**src/verilog/raster_mem_pkg.sv**
```systemverilog
// Raster memory subsystem shared definitions
// Word and address types, the command header layout and the IDs of the
// requesters that share the external memory bus
package raster_mem_pkg;

    // One data word on every stream and on the memory bus
    typedef logic [31:0] word_t;

    // Word address on the memory bus
    typedef logic [31:0] addr_t;

    // Command opcode in the header word
    typedef enum logic [3:0]
    {
        OP_STORE = 4'h1,
        OP_LOAD  = 4'h2
    } cmd_op_t;

    // Header layout: opcode in bits 31..28, word count in bits 15..0
    localparam int CMD_OP_LSB      = 28;
    localparam int CMD_COUNT_WIDTH = 16;

    typedef logic [CMD_COUNT_WIDTH-1:0] cmd_count_t;

    // Requesters on the shared memory bus, in round-robin order
    typedef enum logic [1:0]
    {
        REQ_DMA = 2'd0,
        REQ_TEX = 2'd1,
        REQ_FB  = 2'd2
    } req_id_t;

endpackage

```
**src/verilog/cmd_dma.sv**
```systemverilog
// Command DMA engine
// Executes store and load commands from the command stream. A store
// writes the data words that follow the address word, a load reads
// words from memory and sends them out on the response stream.
`timescale 1ns/1ps

module cmd_dma import raster_mem_pkg::*;
(
    input  logic  aclk,
    input  logic  rst,

    input  logic  cmd_valid,
    input  logic  cmd_last,
    input  word_t cmd_data,
    output logic  cmd_ready,

    output logic  rsp_valid,
    output logic  rsp_last,
    output word_t rsp_data,
    input  logic  rsp_ready,

    output logic  dma_req,
    output logic  dma_we,
    output addr_t dma_addr,
    output word_t dma_wdata,
    input  logic  dma_ack,
    input  word_t mem_rdata
);

    typedef enum logic [2:0]
    {
        HEADER,
        ADDRESS,
        STORE_WORD,
        STORE_WAIT,
        LOAD_ISSUE,
        LOAD_SEND
    } dma_state_t;

    dma_state_t state;
    dma_state_t state_next;
    cmd_op_t    op;
    cmd_count_t count;
    logic       store_last;
    logic       cmd_fire;
    logic       rsp_fire;
    logic       final_word;

    assign cmd_fire   = cmd_valid && cmd_ready;
    assign rsp_fire   = rsp_valid && rsp_ready;
    assign final_word = (count == cmd_count_t'(1));

    always_comb
    begin
        state_next = state;
        unique case (state)
            HEADER:
                if (cmd_fire) state_next = ADDRESS;
            ADDRESS:
                if (cmd_fire) state_next = (op == OP_STORE) ? STORE_WORD : LOAD_ISSUE;
            STORE_WORD:
                if (cmd_fire) state_next = STORE_WAIT;
            // A word marked last ends the store even if the count is not used up
            STORE_WAIT:
                if (dma_ack) state_next = (final_word || store_last) ? HEADER : STORE_WORD;
            LOAD_ISSUE:
                if (dma_ack) state_next = LOAD_SEND;
            LOAD_SEND:
                if (rsp_fire) state_next = rsp_last ? HEADER : LOAD_ISSUE;
            default:
                state_next = HEADER;
        endcase
    end

    // Ready is registered so that it stays low through reset
    always_ff @(posedge aclk)
    begin
        if (rst)
        begin
            state     <= HEADER;
            cmd_ready <= 1'b0;
        end
        else
        begin
            state     <= state_next;
            cmd_ready <= state_next inside {HEADER, ADDRESS, STORE_WORD};
        end
    end

    always_ff @(posedge aclk)
    begin
        if (state == HEADER && cmd_fire)
        begin
            op    <= cmd_op_t'(cmd_data[CMD_OP_LSB +: $bits(cmd_op_t)]);
            count <= cmd_data[CMD_COUNT_WIDTH-1:0];
        end
        if (state == ADDRESS && cmd_fire)
            dma_addr <= cmd_data;
        if (state == STORE_WORD && cmd_fire)
        begin
            dma_wdata  <= cmd_data;
            store_last <= cmd_last;
        end
        // One word done, either written or handed to the response stream
        if ((state == STORE_WAIT && dma_ack) || rsp_fire)
        begin
            dma_addr <= dma_addr + 1'b1;
            count    <= count - 1'b1;
        end
        if (state == LOAD_ISSUE && dma_ack)
        begin
            rsp_data <= mem_rdata;
            rsp_last <= final_word;
        end
    end

    assign dma_req   = (state == STORE_WAIT) || (state == LOAD_ISSUE);
    assign dma_we    = (state == STORE_WAIT);
    assign rsp_valid = (state == LOAD_SEND);

    // A zero count would make the engine run through the whole count range
    a_nonzero_count: assert property (@(posedge aclk) disable iff (rst)
        (state == HEADER && cmd_fire) |-> (cmd_data[CMD_COUNT_WIDTH-1:0] != '0))
        else $error("cmd_dma: command header with zero word count");

endmodule

```
**src/verilog/texel_fetch.sv**
```systemverilog
// Texel fetch port
// Queues texture word reads and issues them one at a time on the memory
// bus. Data comes back in request order with one tex_rvalid pulse each.
`timescale 1ns/1ps

module texel_fetch import raster_mem_pkg::*;
#(
    parameter int TEX_QUEUE_DEPTH = 4
)
(
    input  logic  aclk,
    input  logic  rst,

    input  logic  tex_req,
    input  addr_t tex_addr,
    output logic  tex_full,
    output logic  tex_rvalid,
    output word_t tex_rdata,

    output logic  tx_req,
    output addr_t tx_addr,
    input  logic  tx_ack,
    input  word_t mem_rdata
);

    // The head entry is the read on the bus, the rest wait behind it
    localparam int SLOTS = TEX_QUEUE_DEPTH + 1;
    localparam int PTR_W = (SLOTS > 1) ? $clog2(SLOTS) : 1;
    localparam int CNT_W = $clog2(SLOTS + 1);

    addr_t            queue [SLOTS];
    logic [PTR_W-1:0] wr_ptr;
    logic [PTR_W-1:0] rd_ptr;
    logic [CNT_W-1:0] fill;

    function automatic logic [PTR_W-1:0] next_ptr(input logic [PTR_W-1:0] ptr);
        if (ptr == PTR_W'(SLOTS - 1))
            return '0;
        return ptr + 1'b1;
    endfunction

    always_ff @(posedge aclk)
    begin
        if (rst)
        begin
            wr_ptr     <= '0;
            rd_ptr     <= '0;
            fill       <= '0;
            tex_rvalid <= 1'b0;
        end
        else
        begin
            if (tex_req)
                wr_ptr <= next_ptr(wr_ptr);
            if (tx_ack)
                rd_ptr <= next_ptr(rd_ptr);
            case ({tex_req, tx_ack})
                2'b10:   fill <= fill + 1'b1;
                2'b01:   fill <= fill - 1'b1;
                default: fill <= fill;
            endcase
            tex_rvalid <= tx_ack;
        end
    end

    always_ff @(posedge aclk)
    begin
        if (tex_req)
            queue[wr_ptr] <= tex_addr;
        if (tx_ack)
            tex_rdata <= mem_rdata;
    end

    assign tx_req   = (fill != '0);
    assign tx_addr  = queue[rd_ptr];
    assign tex_full = (fill == CNT_W'(SLOTS));

    a_no_push_when_full: assert property (@(posedge aclk) disable iff (rst)
        tex_req |-> !tex_full)
        else $error("texel_fetch: read requested while the queue is full");

endmodule

```
**src/verilog/fb_writer.sv**
```systemverilog
// Framebuffer writer
// On a commit, copies fb_size words of the pixel stream to memory from
// fb_addr upward and pulses fb_committed once the last write is acked.
`timescale 1ns/1ps

module fb_writer import raster_mem_pkg::*;
#(
    parameter int FB_SIZE_LG = 16
)
(
    input  logic                  aclk,
    input  logic                  rst,

    input  logic                  commit_fb,
    input  addr_t                 fb_addr,
    input  logic [FB_SIZE_LG-1:0] fb_size,
    output logic                  fb_committed,

    input  logic                  pix_valid,
    input  logic                  pix_last,
    input  word_t                 pix_data,
    output logic                  pix_ready,

    output logic                  fb_req,
    output addr_t                 fb_waddr,
    output word_t                 fb_wdata,
    input  logic                  fb_ack
);

    typedef enum logic [1:0]
    {
        IDLE,
        TAKE,
        WRITE,
        DONE
    } fb_state_t;

    fb_state_t             state;
    logic [FB_SIZE_LG-1:0] remaining;
    logic                  frame_last;
    logic                  pix_fire;

    assign pix_fire = pix_valid && pix_ready;

    always_ff @(posedge aclk)
    begin
        if (rst)
        begin
            state <= IDLE;
        end
        else
        begin
            unique case (state)
                IDLE:
                    if (commit_fb) state <= (fb_size == '0) ? DONE : TAKE;
                TAKE:
                    if (pix_fire) state <= WRITE;
                // The stream may close the frame early with pix_last
                WRITE:
                    if (fb_ack) state <= (remaining == 1 || frame_last) ? DONE : TAKE;
                default:
                    state <= IDLE;
            endcase
        end
    end

    always_ff @(posedge aclk)
    begin
        if (state == IDLE && commit_fb)
        begin
            fb_waddr  <= fb_addr;
            remaining <= fb_size;
        end
        if (pix_fire)
        begin
            fb_wdata   <= pix_data;
            frame_last <= pix_last;
        end
        if (state == WRITE && fb_ack)
        begin
            fb_waddr  <= fb_waddr + 1'b1;
            remaining <= remaining - 1'b1;
        end
    end

    // A pixel is only taken while no write is on the bus
    assign pix_ready    = (state == TAKE);
    assign fb_req       = (state == WRITE);
    assign fb_committed = (state == DONE);

    a_commit_when_idle: assert property (@(posedge aclk) disable iff (rst)
        commit_fb |-> (state == IDLE))
        else $error("fb_writer: commit while the previous frame is still being written");

endmodule

```
**src/verilog/mem_arbiter.sv**
```systemverilog
// Memory bus arbiter
// Round-robin arbitration of the DMA, texel and framebuffer requesters
// onto one single-beat request/acknowledge memory bus.
`timescale 1ns/1ps

module mem_arbiter import raster_mem_pkg::*;
(
    input  logic  aclk,
    input  logic  rst,

    input  logic  dma_req,
    input  logic  dma_we,
    input  addr_t dma_addr,
    input  word_t dma_wdata,
    output logic  dma_ack,

    input  logic  tx_req,
    input  addr_t tx_addr,
    output logic  tx_ack,

    input  logic  fb_req,
    input  addr_t fb_waddr,
    input  word_t fb_wdata,
    output logic  fb_ack,

    output logic  mem_req,
    output logic  mem_we,
    output addr_t mem_addr,
    output word_t mem_wdata,
    input  logic  mem_ack
);

    // Owner of the transfer on the bus, or of the last one when idle
    req_id_t last_owner;
    req_id_t pick;
    logic    pick_valid;

    // Search starts with the peer after the last owner
    always_comb
    begin
        pick       = last_owner;
        pick_valid = 1'b1;
        unique case (last_owner)
            REQ_DMA:
                if (tx_req) pick = REQ_TEX;
                else if (fb_req) pick = REQ_FB;
                else if (!dma_req) pick_valid = 1'b0;
            REQ_TEX:
                if (fb_req) pick = REQ_FB;
                else if (dma_req) pick = REQ_DMA;
                else if (!tx_req) pick_valid = 1'b0;
            default:
                if (dma_req) pick = REQ_DMA;
                else if (tx_req) pick = REQ_TEX;
                else if (fb_req) pick = REQ_FB;
                else pick_valid = 1'b0;
        endcase
    end

    // Reset sets the last owner to FB so DMA wins the first grant
    always_ff @(posedge aclk)
    begin
        if (rst)
        begin
            mem_req    <= 1'b0;
            last_owner <= REQ_FB;
        end
        else if (mem_req)
        begin
            if (mem_ack)
                mem_req <= 1'b0;
        end
        else if (pick_valid)
        begin
            mem_req    <= 1'b1;
            last_owner <= pick;
        end
    end

    // Texel reads never write and framebuffer accesses always write
    always_ff @(posedge aclk)
    begin
        if (!mem_req && pick_valid)
        begin
            unique case (pick)
                REQ_DMA: {mem_we, mem_addr, mem_wdata} <= {dma_we, dma_addr, dma_wdata};
                REQ_TEX: {mem_we, mem_addr, mem_wdata} <= {1'b0, tx_addr, word_t'(0)};
                default: {mem_we, mem_addr, mem_wdata} <= {1'b1, fb_waddr, fb_wdata};
            endcase
        end
    end

    assign dma_ack = mem_req && mem_ack && (last_owner == REQ_DMA);
    assign tx_ack  = mem_req && mem_ack && (last_owner == REQ_TEX);
    assign fb_ack  = mem_req && mem_ack && (last_owner == REQ_FB);

endmodule

```
**src/verilog/raster_mem_top.sv**
```systemverilog
// Raster engine memory subsystem top level
// Connects the command DMA engine, the texel fetch port and the
// framebuffer writer to the external memory bus through one arbiter.
`timescale 1ns/1ps

module raster_mem_top import raster_mem_pkg::*;
#(
    parameter int TEX_QUEUE_DEPTH = 4,
    parameter int FB_SIZE_LG      = 16
)
(
    input  logic                  aclk,
    input  logic                  rst,

    input  logic                  cmd_valid,
    output logic                  cmd_ready,
    input  logic                  cmd_last,
    input  word_t                 cmd_data,

    output logic                  rsp_valid,
    input  logic                  rsp_ready,
    output logic                  rsp_last,
    output word_t                 rsp_data,

    input  logic                  tex_req,
    input  addr_t                 tex_addr,
    output logic                  tex_full,
    output logic                  tex_rvalid,
    output word_t                 tex_rdata,

    input  logic                  commit_fb,
    input  addr_t                 fb_addr,
    input  logic [FB_SIZE_LG-1:0] fb_size,
    output logic                  fb_committed,
    input  logic                  pix_valid,
    output logic                  pix_ready,
    input  logic                  pix_last,
    input  word_t                 pix_data,

    output logic                  mem_req,
    output logic                  mem_we,
    output addr_t                 mem_addr,
    output word_t                 mem_wdata,
    input  logic                  mem_ack,
    input  word_t                 mem_rdata
);

    logic  dma_req;
    logic  dma_we;
    addr_t dma_addr;
    word_t dma_wdata;
    logic  dma_ack;

    logic  tx_req;
    addr_t tx_addr;
    logic  tx_ack;

    logic  fb_req;
    addr_t fb_waddr;
    word_t fb_wdata;
    logic  fb_ack;

    cmd_dma u_cmd_dma (
        .aclk(aclk),
        .rst(rst),
        .cmd_valid(cmd_valid),
        .cmd_last(cmd_last),
        .cmd_data(cmd_data),
        .cmd_ready(cmd_ready),
        .rsp_valid(rsp_valid),
        .rsp_last(rsp_last),
        .rsp_data(rsp_data),
        .rsp_ready(rsp_ready),
        .dma_req(dma_req),
        .dma_we(dma_we),
        .dma_addr(dma_addr),
        .dma_wdata(dma_wdata),
        .dma_ack(dma_ack),
        .mem_rdata(mem_rdata)
    );

    texel_fetch #(
        .TEX_QUEUE_DEPTH(TEX_QUEUE_DEPTH)
    ) u_texel_fetch (
        .aclk(aclk),
        .rst(rst),
        .tex_req(tex_req),
        .tex_addr(tex_addr),
        .tex_full(tex_full),
        .tex_rvalid(tex_rvalid),
        .tex_rdata(tex_rdata),
        .tx_req(tx_req),
        .tx_addr(tx_addr),
        .tx_ack(tx_ack),
        .mem_rdata(mem_rdata)
    );

    fb_writer #(
        .FB_SIZE_LG(FB_SIZE_LG)
    ) u_fb_writer (
        .aclk(aclk),
        .rst(rst),
        .commit_fb(commit_fb),
        .fb_addr(fb_addr),
        .fb_size(fb_size),
        .fb_committed(fb_committed),
        .pix_valid(pix_valid),
        .pix_last(pix_last),
        .pix_data(pix_data),
        .pix_ready(pix_ready),
        .fb_req(fb_req),
        .fb_waddr(fb_waddr),
        .fb_wdata(fb_wdata),
        .fb_ack(fb_ack)
    );

    mem_arbiter u_mem_arbiter (
        .aclk(aclk),
        .rst(rst),
        .dma_req(dma_req),
        .dma_we(dma_we),
        .dma_addr(dma_addr),
        .dma_wdata(dma_wdata),
        .dma_ack(dma_ack),
        .tx_req(tx_req),
        .tx_addr(tx_addr),
        .tx_ack(tx_ack),
        .fb_req(fb_req),
        .fb_waddr(fb_waddr),
        .fb_wdata(fb_wdata),
        .fb_ack(fb_ack),
        .mem_req(mem_req),
        .mem_we(mem_we),
        .mem_addr(mem_addr),
        .mem_wdata(mem_wdata),
        .mem_ack(mem_ack)
    );

endmodule

```
**config.mk**
```make
export PLATFORM = sky130hd
export DESIGN_NAME = raster_mem_top
export DESIGN_NICKNAME = d
export VERILOG_FILES = /design/src/verilog/raster_mem_pkg.sv /design/src/verilog/cmd_dma.sv /design/src/verilog/texel_fetch.sv /design/src/verilog/fb_writer.sv /design/src/verilog/mem_arbiter.sv /design/src/verilog/raster_mem_top.sv
export SDC_FILE = /design/constraint.sdc
export NUM_CORES = 1
export LEC_CHECK = 0
export ABC_AREA = 1
export CAP_MARGIN = 30
export CELL_PAD_IN_SITES_DETAIL_PLACEMENT = 1
export CELL_PAD_IN_SITES_GLOBAL_PLACEMENT = 1
export CORE_ASPECT_RATIO = 0.75
export CORE_UTILIZATION = 40
export CTS_BUF_LIST = sky130_fd_sc_hd__clkbuf_16
export CTS_CLUSTER_DIAMETER = 150
export DETAILED_ROUTE_END_ITERATION = 16
export DONT_BUFFER_PORTS = 1
export GPL_TIMING_DRIVEN = 0
export HOLD_SLACK_MARGIN = 0.15
export PLACE_DENSITY = 0.67
export SKIP_CTS_REPAIR_TIMING = 1
export SYNTH_ARGS = -nofsm -noshare
export SYNTH_HDL_FRONTEND = slang
export SYNTH_SLANG_ARGS = --single-unit
```
**constraint.sdc**
```tcl
create_clock -name aclk -period 7.3 [get_ports aclk]
set_input_delay 1.46 -clock aclk [delete_from_list [all_inputs] [get_ports aclk]]
set_output_delay 1.46 -clock aclk [all_outputs]
set_load 0.02 [all_outputs]
```
Word-level counts from Yosys, hierarchy flattened --
Memory sizes are Yosys's and may differ from the RTL's. A register that Yosys moved wholly into a read port is not among the register bits. Cells that the tools add are included.
Word-level totals: logic and storage cells 153, input bits 186, memories 1, bits in writable memories 160, register bits after elaboration 315
Cells by class: reductions and logical operators 34, bitwise logic cells 1, eq/ne operators 24, add/subtract/negate cells 8, muxes and demuxes 61
Memories:
- u_texel_fetch.queue | words 5, width 32, read ports 1, clocked after memory_dff 1, write ports 1, line texel_fetch.sv:31 | addr_t queue [SLOTS];
Operators by type and width (number):
- two-way mux 32 bit | 4
- case mux 32 bit (2 select lines) | 2
- adder 32 x 1 -> 32 bit, second input constant | 2
- two-way mux 16 bit | 4
- two-way mux 3 bit | 14
- equality test 16 x 1 -> 1 bit, second input constant | 2
- subtractor 16 x 1 -> 16 bit, second input constant | 2
- two-way mux 2 bit | 11
- two-way mux 1 bit | 20
- case mux 3 bit (6 select lines) | 1
- zero test 16 bit | 1
- equality test 3 bit, second input constant | 5
- logical AND 1 bit | 15
- adder 3 x 1 -> 3 bit, second input constant | 3
- equality test 3 x 2 -> 1 bit, second input constant | 3
- equality test 2 x 1 -> 1 bit, second input constant | 4
- equality test 2 bit, second input constant | 4
- nonzero test 2 bit | 4
- equality test 3 x 1 -> 1 bit, second input constant | 2
- zero test 2 bit | 3
- zero test 3 bit | 2
- case mux 2 bit (3 select lines) | 1
- case mux 3 bit (2 select lines) | 1
- nonzero test 3 bit | 2
- 11 further kinds | 16

Depth between registers and ports, before layout --
depth in word-level cells 8, gate-level depth with buffers 11, depth with buffers taken out 11

By module --
A second synthesis with hierarchy kept.
Second synthesis, totals: cell total of the unflattened synthesis 2240, area total of the unflattened synthesis 21898.5 µm²
By module, submodules not included:
- texel_fetch | cells an instance 749, area each 8321.7 µm², times used 1, seq. area each 6025.8 µm²
- cmd_dma | cells an instance 587, area each 5645.4 µm², times used 1, seq. area each 3623.5 µm²
- fb_writer | cells an instance 544, area each 4570.6 µm², times used 1, seq. area each 2472.4 µm²
- mem_arbiter | cells an instance 360, area each 3360.7 µm², times used 1, seq. area each 2011.9 µm²

Worst setup path after synthesis --
OpenSTA, ideal clock, no wires.
path kind input-to-reg, start point input mem_ack, end point register u_fb_writer.fb_waddr[0], enable pin, path slack 2.974 ns, data arrival time 3.872 ns, buffers on the path 0, stages on the path 6, cells stage by stage nand2_1 inv_1 a21oi_1 nor2_1 inv_1 nor2_1
Between the ends: cells in the longest elaborated chain, start to end 4
Ends and longest elaborated chain:
- start: declaration | line raster_mem_top.sv:44 | input logic mem_ack,
- logical AND 1 bit (2 in a row) | line mem_arbiter.sv:95 | assign fb_ack = mem_req && mem_ack && (last_owner == REQ_FB);
- logical AND 1 bit | line fb_writer.sv:79 | if (state == WRITE && fb_ack)
- nonzero test 2 bit (no source line)
- end signal: assignment | line fb_writer.sv:71 | fb_waddr <= fb_addr;
- end signal: assignment | line fb_writer.sv:81 | fb_waddr <= fb_waddr + 1'b1;
- end: declaration | line fb_writer.sv:25 | output addr_t fb_waddr,
Every way passes these cells. A chain may end at the register's enable or synchronous reset.

Final worst setup path --
start point register u_fb_writer.state[0], end point output pix_ready
Between the ends: cells in the longest elaborated chain, start to end 1
Ends and longest elaborated chain:
- start: declaration | line fb_writer.sv:38 | fb_state_t state;
- start signal: assignment | line fb_writer.sv:55 | if (commit_fb) state <= (fb_size == '0) ? DONE : TAKE;
- start signal: assignment | line fb_writer.sv:60 | if (fb_ack) state <= (remaining == 1 || frame_last) ? DONE : TAKE;
- equality test 2 x 1 -> 1 bit | line fb_writer.sv:87 | assign pix_ready = (state == TAKE);
- end: declaration | line raster_mem_top.sv:36 | output logic pix_ready,
Every way passes these cells.

==> impl_results.rst <==
.. list-table::
   :header-rows: 1

   * - Metric
     - Value
   * - Status
     - finished clean
   * - Commonest cells post-synth
     - sky130_fd_sc_hd__nand2_1 (759), sky130_fd_sc_hd__edfxtp_1 (456), sky130_fd_sc_hd__nor2_1 (189), sky130_fd_sc_hd__nand3_1 (183), sky130_fd_sc_hd__inv_1 (137)
   * - Unrepaired setup endpoints after global routing
     - no
   * - Endpoint class of the critical path
     - primary output
   * - Data arrival time of the critical path
     - 1730 ps
   * - Post-CTS clock slew at the launch and capture registers of the worst setup and hold paths
     - 60 ps
   * - Total Neg Setup Slack
     - 0 ps
   * - Post-detailed-route wirelength per cell
     - 22.7 um
   * - Worst hold slack
     - 512 ps
   * - Via density
     - 5.22
   * - Number of global-route vias before repair
     - 15.5k
   * - Post-synthesis instance area
     - 21400 um2
   * - Global router's overall resource usage
     - 0.240
   * - Sum of net half-perimeters after detailed placement
     - 50400 um
   * - Share of the synthesized area in the top cell type
     - 0.639
   * - Pin count of the biggest net entering global routing
     - 33
   * - Max-cap violations
     - 0
   * - Worst flop-to-flop path startpoint
     - u_mem_arbiter.mem_req
   * - Count of clock tree sinks
     - 478
   * - Kind of critical path
     - flop to primary output
   * - Count of pins on the block boundary
     - 323
   * - Layout Skew
     - roughly 30 ps
   * - Flop2flop setup slack
     - 4320 ps
   * - Peak VDD IR
     - 0.158 mV
   * - Most numerous cell in the Yosys netlist
     - sky130_fd_sc_hd__nand2_1
   * - Number of buffers added by the clock tree synthesis step
     - 49
   * - Startpoint kind of the worst setup timing path
     - flop
   * - Instance count after placement with tap cells included
     - between 2k and 3k
   * - Detailed Route WL
     - 66200 um
   * - Wire length of the first global-routing pass
     - 98000 um
   * - Worst slew slack as a fraction of its limit
     - 0.402
   * - Final setup violation count
     - 0
   * - Standard cell with the maximum stage delay on the critical path
     - sky130_fd_sc_hd__dfxtp_1
   * - Initial core utilization
     - 0.405
   * - Clk_lat worst skew
     - 600 ps
   * - Max-slew violation total from the final report
     - 0
   * - Detailed-router iteration count before antenna repair
     - 5
   * - Hold Startpoint
     - u_cmd_dma.dma_wdata[23]
   * - Via total after detailed routing
     - 15.3k
   * - Static leakage power
     - between 9 and 10 nW
   * - Fillers
     - 5876
   * - Nets
     - ~2.4k
   * - Overflow after GRT
     - 0
   * - Data required time of the critical path
     - 5840 ps
   * - Post-layout minimum cycle time
     - 3190 ps
   * - Hold EP
     - u_mem_arbiter.mem_wdata[23]
   * - Layout overhead on the synthesized area
     - 13.6%
   * - F_max
     - 314 MHz
   * - Fin crit share
     - 0.437
   * - Total number of placement rows
     - 73
   * - Clock root buffer
     - sky130_fd_sc_hd__clkbuf_16
   * - Critical path peak fanout
     - 5
   * - Drt first-iter violations
     - 1063
   * - Ys flop type
     - sky130_fd_sc_hd__edfxtp_1
   * - Family with the most delay on the worst path
     - flip-flops
   * - Cells along the critical path
     - inv_2 > nor2_1
   * - TritonCTS clock tree
     - built
   * - Post-Place Cell Area
     - 22700 um2
   * - Worst Setup Slack, final
     - 4110 ps
   * - Remaining number of nets flagged by the antenna check after routing
     - 0
   * - Number of flops mapped to enable cells by yosys
     - 456
   * - Synth cell types
     - 39
   * - CP bufs+invs
     - 1
   * - Fraction of registers with async set or reset after synthesis
     - 0
   * - Worst R2R Path Depth
     - 11
   * - Antenna violations before repair
     - 2
   * - Post-route cell area
     - 24400 um2
   * - Number of nets in the synthesized netlist
     - 2306
   * - Post-Place Setup Slack
     - 3560 ps
   * - Post-Synthesis Cells
     - 2108
   * - Port buffer count
     - 0
   * - Drt drc
     - 0
   * - Number of buffers on the longest clock path
     - 3
   * - Synthesized area per cell
     - between 10 and 15 um2
   * - Reg-to-reg critical path endpoint
     - u_texel_fetch.fill[2]
   * - Final number of hold-violating endpoints
     - 0
   * - Hold Path Depth
     - 2
   * - Finished Core Util
     - 0.460
   * - Horizontal extent of the die
     - 269 um
   * - H-Tree Level Count
     - 2
   * - Ratio of cells with drive above 1 in the final layout
     - 0.0958
   * - Total design power
     - 7.80 mW
   * - Full die area
     - approximately 55000 um2
   * - Total power per unit cell area
     - 320 nW/um2
   * - Core box area
     - 53000 um2
   * - Die height
     - 203 um
   * - Antenna cells
     - 0
   * - Dominant cells by area after synthesis
     - sky130_fd_sc_hd__edfxtp_1 (64%), sky130_fd_sc_hd__nand2_1 (13%), sky130_fd_sc_hd__nand3_1 (4.3%)
   * - Final std cells w/o fill
     - 2924
   * - Yosys synthesis warning count
     - 0
   * - Area occupied by multi-input gates
     - 6490 um2
   * - Fraction of the yosys area taken by sequential cells
     - 0.659
   * - Last weighted congestion value of the routability-driven placer
     - between 0.9 and 1
   * - Classification of the worst-slack hold path
     - flop to flop
   * - Tightest Pin Transition
     - 897 ps
   * - Flops & latches, synth
     - 478
   * - Delay of the slowest cell on the worst path
     - 500 ps
   * - Cell accounting for the most synthesized area
     - sky130_fd_sc_hd__edfxtp_1
   * - Register area
     - 14100 um2
-- cell families after synthesis --
logic type | synth area share
and+or+nand+nor | 0.247
DFF | 0.659
buffers and inverters | 0.0418
AOI/OAI and AO/OA | 0.0280
xor gates and xnor gates | 0.0167
adders and majority gates | 0.00735
-- flip-flops by register name, summed over array words and instances (netlist names), 2 cells and up, named ones only --
| name | cells |
|---|---|
| u_cmd_dma.count | 16 |
| u_cmd_dma.dma_addr | 32 |
| u_cmd_dma.dma_wdata | 32 |
| u_cmd_dma.op | 4 |
| u_cmd_dma.rsp_data | 32 |
| u_cmd_dma.state | 3 |
| u_fb_writer.fb_waddr | 32 |
| u_fb_writer.fb_wdata | 32 |
| u_fb_writer.remaining | 16 |
| u_fb_writer.state | 2 |
| u_mem_arbiter.last_owner | 2 |
| u_mem_arbiter.mem_addr | 32 |
| u_mem_arbiter.mem_wdata | 32 |
| u_texel_fetch.fill | 3 |
| u_texel_fetch.queue | 160 |
| u_texel_fetch.rd_ptr | 3 |
| u_texel_fetch.tex_rdata | 32 |
| u_texel_fetch.wr_ptr | 3 |
-- cell type report --
class | count | share of cell area
well taps | 712 | 0.0366
inverters | 143 | 0.0220
repair buffers | 15 | 0.0131
clock inverters | 39 | 0.0154
multi-input cells | 1416 | 0.267
plain buffers | 71 | 0.0148
clock buffers | 50 | 0.0514
flip-flops and latches | 478 | 0.580
-- worst max-delay path by stage --
stage | depth (start not counted) | slack, ps | to | from
detailed placement | 11 | 3560 | u_texel_fetch.fill[2] | mem_ack
CTS | 2 | 4080 | pix_ready | u_fb_writer.state[0]
floorplan | 6 | 2970 | u_fb_writer.fb_waddr[0] | mem_ack
global placement | 2 | 1120 | u_texel_fetch.queue[4][1] | tex_req
global route | 11 | 3960 | u_texel_fetch.fill[2] | mem_ack
finish | 2 | 4110 | pix_ready | u_fb_writer.state[0]
-- where the power goes --
| group | switching, mW | internal [mW] | total (mW) |
|---|---|---|---|
| logic | 0.889 | 0.371 | 1.26 |
| registers | 0.479 | 3.48 | 3.96 |
| clock network | 1.09 | 1.49 | 2.58 |
-- routing by layer --
layer | track usage | up-vias | share of wire
met5 | 0 | - | 0
met4 | 0.0664 | 0 | 0.024
met3 | 0.0505 | 90 | 0.074
met2 | 0.369 | 479 | 0.44
met1 | 0.344 | 7547 | 0.46
li1 | - | 7161 | -
-- tightest hold or removal path, stage by stage (launching register included) --
cell,delay [ps]
sky130_fd_sc_hd__edfxtp_1,320
sky130_fd_sc_hd__nand2_1,50
sky130_fd_sc_hd__nand2_1,50
-- cell usage in the layout, fill, tap and decap left out, types with 22 or more instances in the layout --
cell and count:
sky130_fd_sc_hd__nand2_1 759, sky130_fd_sc_hd__edfxtp_1 456, sky130_fd_sc_hd__nand3_1 183, sky130_fd_sc_hd__nor2_1 181, sky130_fd_sc_hd__inv_1 147, sky130_fd_sc_hd__o21ai_0 61, sky130_fd_sc_hd__or2_2 54, sky130_fd_sc_hd__clkbuf_16 50
sky130_fd_sc_hd__buf_2 30, sky130_fd_sc_hd__nand3b_1 28, sky130_fd_sc_hd__clkbuf_1 26, sky130_fd_sc_hd__dfxtp_1 22
Note: power is estimated with default switching activity, not from simulation.
